File: src/hdl/swu_pkg.sv
package swu_pkg;

   ////////////////////////////////////////////////////////////
   // default geometry
   ////////////////////////////////////////////////////////////

   localparam int DEF_SIMD         = 3;
   localparam int DEF_PRECISION    = 8;
   localparam int DEF_IFM_CHANNELS = 6;
   localparam int DEF_IFM_WIDTH    = 7;
   localparam int DEF_IFM_HEIGHT   = 7;
   localparam int DEF_KERNEL_DIM   = 3;
   localparam int DEF_STRIDE       = 2;

   // beat counts and absolute beat positions within one frame
   typedef logic [15:0] index_t;

   ////////////////////////////////////////////////////////////
   // derived sizes
   ////////////////////////////////////////////////////////////

   // beats per pixel
   function automatic int ch_groups(int ifm_channels, int simd);
      return ifm_channels / simd;
   endfunction

   // output rows or columns for one input dimension
   function automatic int ofm_dim(int ifm_dim, int kernel_dim, int stride);
      return (ifm_dim - kernel_dim) / stride + 1;
   endfunction

   // line buffer holds kernel rows plus the rows one stride step brings in
   function automatic int buffer_beats(int kernel_dim, int stride, int ifm_width,
                                       int groups);
      return (kernel_dim + stride - 1) * ifm_width * groups;
   endfunction

endpackage

File: src/hdl/swu_flow_ctrl.sv
`timescale 1ns/100ps

module swu_flow_ctrl
   import swu_pkg::*;
#(
   parameter int SIMD         = DEF_SIMD,
   parameter int IFM_CHANNELS = DEF_IFM_CHANNELS,
   parameter int IFM_WIDTH    = DEF_IFM_WIDTH,
   parameter int IFM_HEIGHT   = DEF_IFM_HEIGHT,
   parameter int KERNEL_DIM   = DEF_KERNEL_DIM,
   parameter int STRIDE       = DEF_STRIDE
) (
   input  logic   aclk,
   input  logic   aresetn,
   input  logic   s_axis_tvalid_i,
   output logic   s_axis_tready_o,
   output logic   wr_en_o,
   output index_t wr_addr_o,
   input  index_t needed_pos_i,
   input  index_t oldest_pos_i,
   input  logic   frame_done_i,
   output index_t beats_written_o,
   output logic   data_ready_o
);

   localparam int GROUPS = ch_groups(IFM_CHANNELS, SIMD);

   localparam index_t FRAME_BEATS = index_t'(IFM_HEIGHT * IFM_WIDTH * GROUPS);
   localparam index_t DEPTH       =
      index_t'(buffer_beats(KERNEL_DIM, STRIDE, IFM_WIDTH, GROUPS));

   index_t beats_written;
   index_t wr_addr;
   index_t occupancy;
   logic   written_all;
   logic   reads_done;
   logic   restart;

   assign written_all = (beats_written == FRAME_BEATS);

   // the reader can be ahead of the writer when the kernel is smaller than the stride
   assign occupancy = (beats_written > oldest_pos_i) ? beats_written - oldest_pos_i : '0;

   ////////////////////////////////////////////////////////////
   // input side
   ////////////////////////////////////////////////////////////

   // once all reads of the frame are done, the tail of the frame is just drained
   assign s_axis_tready_o = !written_all && (reads_done || (occupancy < DEPTH));
   assign wr_en_o         = s_axis_tvalid_i && s_axis_tready_o;
   assign wr_addr_o       = wr_addr;
   assign beats_written_o = beats_written;

   // reads wait for their beat; nothing of a finished frame is read again
   assign data_ready_o = !reads_done && (beats_written > needed_pos_i);

   // both sides of the frame finished
   assign restart = written_all && (reads_done || frame_done_i);

   always_ff @(posedge aclk) begin
      if (!aresetn) begin
         beats_written <= '0;
         wr_addr       <= '0;
         reads_done    <= 1'b0;
      end else if (restart) begin
         beats_written <= '0;
         wr_addr       <= '0;
         reads_done    <= 1'b0;
      end else begin
         if (wr_en_o) begin
            beats_written <= beats_written + index_t'(1);
            wr_addr       <= (wr_addr == DEPTH - index_t'(1)) ? '0 : wr_addr + index_t'(1);
         end
         // last read can come before the last write
         if (frame_done_i) begin
            reads_done <= 1'b1;
         end
      end
   end

endmodule

File: src/hdl/swu_line_buffer.sv
`timescale 1ns/100ps

module swu_line_buffer
   import swu_pkg::*;
#(
   parameter int BEAT_BITS = 24,
   parameter int DEPTH     = 56
) (
   input  logic                 aclk,
   input  logic                 wr_en_i,
   input  index_t               wr_addr_i,
   input  logic [BEAT_BITS-1:0] wr_data_i,
   input  logic                 rd_en_i,
   input  index_t               rd_addr_i,
   output logic [BEAT_BITS-1:0] rd_data_o
);

   // address bits actually decoded by the memory
   localparam int AW = (DEPTH > 1) ? $clog2(DEPTH) : 1;

   logic [BEAT_BITS-1:0] mem [DEPTH];
   logic [AW-1:0]        wr_idx;
   logic [AW-1:0]        rd_idx;

   // addresses come in already wrapped to DEPTH
   assign wr_idx = wr_addr_i[AW-1:0];
   assign rd_idx = rd_addr_i[AW-1:0];

   ////////////////////////////////////////////////////////////
   // write port
   ////////////////////////////////////////////////////////////

   always_ff @(posedge aclk) begin
      if (wr_en_i) begin
         mem[wr_idx] <= wr_data_i;
      end
   end

   ////////////////////////////////////////////////////////////
   // registered read port, holds its value between reads
   ////////////////////////////////////////////////////////////

   always_ff @(posedge aclk) begin
      if (rd_en_i) begin
         rd_data_o <= mem[rd_idx];
      end
   end

endmodule

File: src/hdl/swu_output_stage.sv
`timescale 1ns/100ps

module swu_output_stage #(
   parameter int BEAT_BITS = 24
) (
   input  logic                 aclk,
   input  logic                 aresetn,
   input  logic                 rd_en_i,
   input  logic [BEAT_BITS-1:0] rd_data_i,
   input  logic                 m_axis_tready_i,
   output logic                 m_axis_tvalid_o,
   output logic [BEAT_BITS-1:0] m_axis_tdata_o,
   output logic                 can_issue_o
);

   // stage r is the memory output register, stage q drives the stream
   logic                 r_valid;
   logic                 q_valid;
   logic [BEAT_BITS-1:0] q_data;
   logic                 q_free;

   assign q_free      = !q_valid || m_axis_tready_i;
   assign can_issue_o = !r_valid || q_free;

   assign m_axis_tvalid_o = q_valid;
   assign m_axis_tdata_o  = q_data;

   ////////////////////////////////////////////////////////////
   // valid bits
   ////////////////////////////////////////////////////////////

   always_ff @(posedge aclk) begin
      if (!aresetn) begin
         r_valid <= 1'b0;
         q_valid <= 1'b0;
      end else begin
         // r refills only when its beat moves on or it was empty
         if (can_issue_o) begin
            r_valid <= rd_en_i;
         end
         if (q_free) begin
            q_valid <= r_valid;
         end
      end
   end

   // payload follows r into q
   always_ff @(posedge aclk) begin
      if (q_free && r_valid) begin
         q_data <= rd_data_i;
      end
   end

endmodule

File: src/hdl/swu_top.sv
`timescale 1ns/100ps

module swu_top
   import swu_pkg::*;
#(
   parameter int SIMD         = DEF_SIMD,
   parameter int IP_PRECISION = DEF_PRECISION,
   parameter int IFM_CHANNELS = DEF_IFM_CHANNELS,
   parameter int IFM_WIDTH    = DEF_IFM_WIDTH,
   parameter int IFM_HEIGHT   = DEF_IFM_HEIGHT,
   parameter int KERNEL_DIM   = DEF_KERNEL_DIM,
   parameter int STRIDE       = DEF_STRIDE
) (
   input  logic                         aclk,
   input  logic                         aresetn,
   input  logic [SIMD*IP_PRECISION-1:0] s_axis_tdata_i,
   input  logic                         s_axis_tvalid_i,
   output logic                         s_axis_tready_o,
   output logic [SIMD*IP_PRECISION-1:0] m_axis_tdata_o,
   output logic                         m_axis_tvalid_o,
   input  logic                         m_axis_tready_i
);

   localparam int BEAT_BITS = SIMD * IP_PRECISION;
   localparam int DEPTH     =
      buffer_beats(KERNEL_DIM, STRIDE, IFM_WIDTH, ch_groups(IFM_CHANNELS, SIMD));

   logic                 wr_en;
   index_t               wr_addr;
   logic                 rd_en;
   index_t               rd_addr;
   logic [BEAT_BITS-1:0] rd_data;
   index_t               needed_pos;
   index_t               oldest_pos;
   logic                 data_ready;
   logic                 can_issue;
   logic                 frame_done;

   swu_flow_ctrl #(
      .SIMD(SIMD), .IFM_CHANNELS(IFM_CHANNELS), .IFM_WIDTH(IFM_WIDTH),
      .IFM_HEIGHT(IFM_HEIGHT), .KERNEL_DIM(KERNEL_DIM), .STRIDE(STRIDE)
   ) flow_ctrl_i (
      .aclk(aclk), .aresetn(aresetn),
      .s_axis_tvalid_i(s_axis_tvalid_i), .s_axis_tready_o(s_axis_tready_o),
      .wr_en_o(wr_en), .wr_addr_o(wr_addr),
      .needed_pos_i(needed_pos), .oldest_pos_i(oldest_pos), .frame_done_i(frame_done),
      .beats_written_o(), .data_ready_o(data_ready)
   );

   swu_line_buffer #(.BEAT_BITS(BEAT_BITS), .DEPTH(DEPTH)) line_buffer_i (
      .aclk(aclk),
      .wr_en_i(wr_en), .wr_addr_i(wr_addr), .wr_data_i(s_axis_tdata_i),
      .rd_en_i(rd_en), .rd_addr_i(rd_addr), .rd_data_o(rd_data)
   );

   swu_window_counter #(
      .SIMD(SIMD), .IFM_CHANNELS(IFM_CHANNELS), .IFM_WIDTH(IFM_WIDTH),
      .IFM_HEIGHT(IFM_HEIGHT), .KERNEL_DIM(KERNEL_DIM), .STRIDE(STRIDE)
   ) window_counter_i (
      .aclk(aclk), .aresetn(aresetn),
      .can_issue_i(can_issue), .data_ready_i(data_ready),
      .rd_en_o(rd_en), .rd_addr_o(rd_addr),
      .needed_pos_o(needed_pos), .oldest_pos_o(oldest_pos), .frame_done_o(frame_done)
   );

   swu_output_stage #(.BEAT_BITS(BEAT_BITS)) output_stage_i (
      .aclk(aclk), .aresetn(aresetn),
      .rd_en_i(rd_en), .rd_data_i(rd_data),
      .m_axis_tready_i(m_axis_tready_i), .m_axis_tvalid_o(m_axis_tvalid_o),
      .m_axis_tdata_o(m_axis_tdata_o), .can_issue_o(can_issue)
   );

endmodule

File: src/hdl/swu_window_counter.sv
`timescale 1ns/100ps

module swu_window_counter
   import swu_pkg::*;
#(
   parameter int SIMD         = DEF_SIMD,
   parameter int IFM_CHANNELS = DEF_IFM_CHANNELS,
   parameter int IFM_WIDTH    = DEF_IFM_WIDTH,
   parameter int IFM_HEIGHT   = DEF_IFM_HEIGHT,
   parameter int KERNEL_DIM   = DEF_KERNEL_DIM,
   parameter int STRIDE       = DEF_STRIDE
) (
   input  logic   aclk,
   input  logic   aresetn,
   input  logic   can_issue_i,
   input  logic   data_ready_i,
   output logic   rd_en_o,
   output index_t rd_addr_o,
   output index_t needed_pos_o,
   output index_t oldest_pos_o,
   output logic   frame_done_o
);

   localparam int GROUPS = ch_groups(IFM_CHANNELS, SIMD);
   localparam int DEPTH  = buffer_beats(KERNEL_DIM, STRIDE, IFM_WIDTH, GROUPS);

   localparam index_t DEPTH_I   = index_t'(DEPTH);
   localparam index_t ONE       = index_t'(1);
   localparam index_t ROW_STEP  = index_t'(IFM_WIDTH * GROUPS);
   localparam index_t COL_STEP  = index_t'(STRIDE * GROUPS);
   localparam index_t LINE_STEP = index_t'(STRIDE * IFM_WIDTH * GROUPS);
   localparam index_t LAST_CG   = index_t'(GROUPS - 1);
   localparam index_t LAST_K    = index_t'(KERNEL_DIM - 1);
   localparam index_t LAST_OX   = index_t'(ofm_dim(IFM_WIDTH, KERNEL_DIM, STRIDE) - 1);
   localparam index_t LAST_OY   = index_t'(ofm_dim(IFM_HEIGHT, KERNEL_DIM, STRIDE) - 1);

   // counters, innermost first
   index_t cg, kw, kh, ox, oy;

   // absolute positions: current beat, kernel row start, window start, oldest row
   index_t pos, kh_base, col_base, row_base;
   // the same positions modulo DEPTH
   index_t pos_w, kh_w, col_w, row_w;

   logic   row_end, win_end, line_end, frame_end;
   index_t jump, jump_w;

   // step of less than DEPTH on a wrapped address
   function automatic index_t wrap_add(index_t a, index_t b);
      index_t sum;
      sum = a + b;
      return (sum >= DEPTH_I) ? sum - DEPTH_I : sum;
   endfunction

   assign row_end   = (cg == LAST_CG) && (kw == LAST_K);
   assign win_end   = row_end && (kh == LAST_K);
   assign line_end  = win_end && (ox == LAST_OX);
   assign frame_end = line_end && (oy == LAST_OY);

   assign rd_en_o      = can_issue_i && data_ready_i;
   assign frame_done_o = rd_en_o && frame_end;
   assign needed_pos_o = pos;
   assign rd_addr_o    = pos_w;
   assign oldest_pos_o = row_base;

   // start of the next kernel row, window or output line
   always_comb begin
      if (line_end) begin
         jump   = row_base + LINE_STEP;
         jump_w = wrap_add(row_w, LINE_STEP);
      end else if (win_end) begin
         jump   = col_base + COL_STEP;
         jump_w = wrap_add(col_w, COL_STEP);
      end else begin
         jump   = kh_base + ROW_STEP;
         jump_w = wrap_add(kh_w, ROW_STEP);
      end
   end

   ////////////////////////////////////////////////////////////
   // advance on every read
   ////////////////////////////////////////////////////////////

   always_ff @(posedge aclk) begin
      if (!aresetn) begin
         cg       <= '0;
         kw       <= '0;
         kh       <= '0;
         ox       <= '0;
         oy       <= '0;
         pos      <= '0;
         kh_base  <= '0;
         col_base <= '0;
         row_base <= '0;
         pos_w    <= '0;
         kh_w     <= '0;
         col_w    <= '0;
         row_w    <= '0;
      end else if (rd_en_o) begin
         cg <= (cg == LAST_CG) ? '0 : cg + ONE;
         if (cg == LAST_CG) begin
            kw <= (kw == LAST_K) ? '0 : kw + ONE;
         end
         if (row_end) begin
            kh <= (kh == LAST_K) ? '0 : kh + ONE;
         end
         if (win_end) begin
            ox <= (ox == LAST_OX) ? '0 : ox + ONE;
         end
         if (line_end) begin
            oy <= (oy == LAST_OY) ? '0 : oy + ONE;
         end

         if (frame_end) begin
            // next frame starts at position zero
            pos      <= '0;
            kh_base  <= '0;
            col_base <= '0;
            row_base <= '0;
            pos_w    <= '0;
            kh_w     <= '0;
            col_w    <= '0;
            row_w    <= '0;
         end else begin
            // kw and cg walk contiguous beats within a kernel row
            if (row_end) begin
               pos     <= jump;
               pos_w   <= jump_w;
               kh_base <= jump;
               kh_w    <= jump_w;
            end else begin
               pos   <= pos + ONE;
               pos_w <= wrap_add(pos_w, ONE);
            end
            if (win_end) begin
               col_base <= jump;
               col_w    <= jump_w;
            end
            if (line_end) begin
               row_base <= jump;
               row_w    <= jump_w;
            end
         end
      end
   end

endmodule

File: config.mk
export PLATFORM = sky130hd
export DESIGN_NAME = swu_top
export DESIGN_NICKNAME = d
export VERILOG_FILES = /design/src/hdl/swu_pkg.sv /design/src/hdl/swu_flow_ctrl.sv /design/src/hdl/swu_line_buffer.sv /design/src/hdl/swu_output_stage.sv /design/src/hdl/swu_top.sv /design/src/hdl/swu_window_counter.sv
export SDC_FILE = /design/constraint.sdc
export NUM_CORES = 2
export LEC_CHECK = 0
export BUFFER_PORTS_ARGS = -buffer_cell sky130_fd_sc_hd__buf_2
export CORE_UTILIZATION = 55
export DETAILED_ROUTE_END_ITERATION = 7
export GPL_TIMING_DRIVEN = 1
export PLACE_DENSITY = 0.71
export SYNTH_ARGS = -nofsm -noshare
export SYNTH_HDL_FRONTEND = slang
export SYNTH_SLANG_ARGS = --single-unit
File: constraint.sdc
create_clock -name aclk -period 7.5 [get_ports aclk]
set_input_delay 0.375 -clock aclk [delete_from_list [all_inputs] [get_ports aclk]]
set_output_delay 0.375 -clock aclk [all_outputs]
set_load 0.01 [all_outputs]
==> metrics.md <==
| Metric | Value |
|---|---|
| DRT Pass-1 Iters | `6` |
| Core box area | `123000 µm²` |
| Final setup fails | `0` |
| Routed vias | `38510` |
| Main combinational cell family by area after synthesis | `multiplexers` |
| Top_reg_cell synth | `edfxtp_1` |
| Worst Setup Path Type | `reg -> reg` |
| Simple-gate share of the synthesized area | `6.79%` |
| Leak | `23.8 nW` |
| Ys Warns | `0` |
| Detailed placement HPWL | `105 mm` |
| Worst Hold Class | `in -> reg` |
| Mux contribution to synthesized area | `14.9%` |
| Post-layout min period | `5.30 ns` |
| Sequential area share after synthesis | `68.2%` |
| Largest area contributor in the synthesized netlist | `edfxtp_1` |
| Largest net degree at the start of global routing | `140` |
| Finished Cell Area | `76200 µm²` |
| WP data required | `7.89 ns` |
| Yosys top cell area share | `61.1%` |
| DRC | `0` |
| Share of cells above drive strength 1 | `21.4%` |
| Die X | `355 µm` |
| GRT Residual Overflow | `0` |
| Cell row count | `129` |
| Final setup TNS | `0 ns` |
| Max-cap violations | `0` |
| Final hold vios | `0` |
| Clock transition at the registers of the reported paths | `0.06 ns` |
| Initial Util | `55.4%` |
| Post-Syn Area | `68400 µm²` |
| Area of placed instances | `70700 µm²` |
| Outcome | `completed` |
| Synth top area cells | `edfxtp_1, mux4_2, dfxtp_1` |
| Port buffer count | `53` |
| Slew @ Worst Pin | `1.31 ns` |
| CTS sink cnt | `1635` |
| Full die area | `126000 µm²` |
| First-pass GRT wire length | `251 mm` |
| Chip height | `355 µm` |
| CTS buffer count | `165` |
| CP max FO | `24` |
| CTS tree | `yes` |
| Post-Synthesis Cells | `4092` |
| Final ANT Viol Nets | `0` |
| XOR/XNOR Fraction of Synth Area | `2.15%` |
| Worst skew pair latency | `0.82 ns` |
| Total GRT Usage | `27.5%` |
| VDD IR max | `0.260 mV` |
| Compound-cell area share of the yosys netlist | `5.05%` |
| Pwr Density | `303 nW/µm²` |
| CTS H-tree lvls | `4` |
| Nets@finish | `4250` |
| Clock Tree Buf Depth | `3` |
| Root Driver | `clkbuf_16` |
| Pins Over Slew Limit | `0` |
| Syn-to-layout area delta | `11.4%` |
| Startpoint types | `register` |
| Syn Area/Cell | `16.7 µm²` |
| # IOs | `54` |
| CP arrival | `5.69 ns` |
| Final GP Congestion | `0.923` |
| Post-Route Skew | `0.0500 ns` |
| Post-route clock period utilization | `70.6%` |
| DR iter-0 viols | `4894` |
| Post-synthesis cell type count | `96` |
| Peak Freq | `189 MHz` |
| Post-Synth Adder-Cell Area | `1.10%` |
| Total nets after synthesis | `4180` |
| Final WL | `171 mm` |
| Post-synth ARST share | `0%` |
| Via/cell ratio | `6.48` |
| Vias in the first global route | `36970` |
| CP Capture Type | `register` |
| Commonest non-fill, non-tap cells in the layout | `edfxtp_1, mux4_2, dfxtp_1` |
| Post-synth EDFFs | `1392` |
| Commonest non-fill, non-tap cell in the layout | `edfxtp_1` |
| Unrepaired setup endpoints after global routing | `no` |
| Max_slew headroom | `12.6%` |
| WL per Instance | `28.8 µm` |
| Synthesis-stage register bit count | `1635` |
| Initial antenna violation count | `15` |
-- kinds of logic after synthesis --
group | Yosys count
AO/OA/AOI/OAI | 527
XOR/XNOR | 168
adder cells (fa/ha/maj) | 60
buffers and inverters | 303
flip-flops | 1635
multiplexers | 476
AND/OR/NAND/NOR | 923
-- cells in the mapped netlist, types with 10 or more instances --
library cell / count
nor4_1: 24
or4_1: 31
o31ai_1: 37
o22ai_1: 21
nor2_1: 240
or2_2: 10
o211ai_1: 19
a21oi_1: 134
buf_2: 29
a21o_1: 11
inv_1: 80
a22oi_1: 11
nand4_1: 56
nor3_1: 52
nand2_1: 224
a22o_1: 27
xor2_1: 78
a211oi_1: 19
ha_1: 60
nand2b_1: 10
or3_1: 42
nor2b_1: 11
mux2i_1: 17
nand3_1: 94
mux4_2: 432
mux2_2: 27
buf_1: 34
clkbuf_1: 148
edfxtp_1: 1392
and4_1: 21
xnor2_1: 90
and3_1: 51
dfxtp_1: 243
o21ai_0: 138
-- flip-flops by register name, summed over array words and instances, names as in the netlist --
| name | flops |
|---|---|
| window_counter_i.ox | 16 |
| output_stage_i.m_axis_tdata_o | 24 |
| window_counter_i.kh_base | 16 |
| output_stage_i.m_axis_tvalid_o | 1 |
| window_counter_i.oldest_pos_o | 16 |
| window_counter_i.col_base | 16 |
| flow_ctrl_i.reads_done | 1 |
| line_buffer_i.mem | 1344 |
| flow_ctrl_i.beats_written_o | 16 |
| line_buffer_i.rd_data_o | 24 |
| window_counter_i.rd_addr_o | 16 |
| window_counter_i.col_w | 16 |
| window_counter_i.kh | 16 |
| output_stage_i.r_valid | 1 |
| window_counter_i.cg | 16 |
| window_counter_i.needed_pos_o | 16 |
| window_counter_i.oy | 16 |
| flow_ctrl_i.wr_addr_o | 16 |
| window_counter_i.kw | 16 |
| window_counter_i.row_w | 16 |
| window_counter_i.kh_w | 16 |
-- critical path: stages, from the launching register on --
cell and delay, ns:
dfxtp_1 0.55, ha_1 0.32, nor2b_4 0.14, o21ai_0 0.42, a21oi_1 0.20, a221oi_1 0.39, xnor2_1 0.12, nor2_1 0.25
a31o_2 0.54, nand4_1 0.93, nor2_4 0.99
-- final timing paths --
path                                                             startpoint                                          end  slack, ns  cells after the start
worst min register to register        line_buffer_i.rd_data_o[20]$_DFFE_PP_  output_stage_i.m_axis_tdata_o[20]$_DFFE_PP_       0.42                      0
worst max-delay path            flow_ctrl_i.beats_written_o[1]$_SDFFE_PP0P_           line_buffer_i.mem[40][6]$_DFFE_PP_       2.20                     10
worst max register to register  flow_ctrl_i.beats_written_o[1]$_SDFFE_PP0P_           line_buffer_i.mem[40][6]$_DFFE_PP_       2.20                     10
worst min-delay path                                     s_axis_tdata_i[15]           line_buffer_i.mem[2][15]$_DFFE_PP_       0.12                      1
-- per-stage QoR --
| step | power (mW) | utilization (%) | instances | hold WS [ns] | setup slack, ns |
|---|---|---|---|---|---|
| 2_1_floorplan | 13.4 | - | 4092 | 0.400 | 3.17 |
| 3_3_place_gp | 15.0 | 57.3 | 5630 | 0.401 | 2.25 |
| 3_5_place_dp | 15.0 | 57.3 | 5630 | 0.405 | 2.27 |
| 4_1_cts | 23.2 | 61.7 | 5937 | 0.0629 | 2.22 |
| 5_1_grt | 23.8 | 61.7 | 5938 | 0.0944 | 1.99 |
| 6_report | 23.1 | 61.7 | 5942 | 0.116 | 2.20 |
-- layer usage --
metal / up-vias / global-route usage, % / part of all wire (%)
met2: 2008 / 40.6 / 45
met1: 19624 / 40.8 / 41
met4: 8 / 10.5 / 3.7
li1: 16570 / - / -
met5: - / 0 / 0.032
met3: 300 / 5.11 / 10
-- power breakdown --
group / switching, mW / leakage (nW) / internal [mW]
Clock: 3.57 / 2.63 / 4.66
Combinational: 2.56 / 6.71 / 1.87
Sequential: 0.236 / 14.5 / 10.2
-- area by class of cell --
type                    instances  area, µm²
repair buffers                123        858
clock buffers                 213       4390
flip-flops and latches       1635      46700
multi-input cells            2154      20800
inverters                      83        317
clock inverters                92       1030
diodes                          5       12.5
fillers                      8731      47300
well taps                    1637       2050
-- what timing repair did --
action / CTS / global route
hold buffers: 2 / 0
setup buffers: 0 / 0
hold endpoints to repair: 5 / 0
resized for setup: 0 / 0
Note: power is estimated with default switching activity, not from simulation.
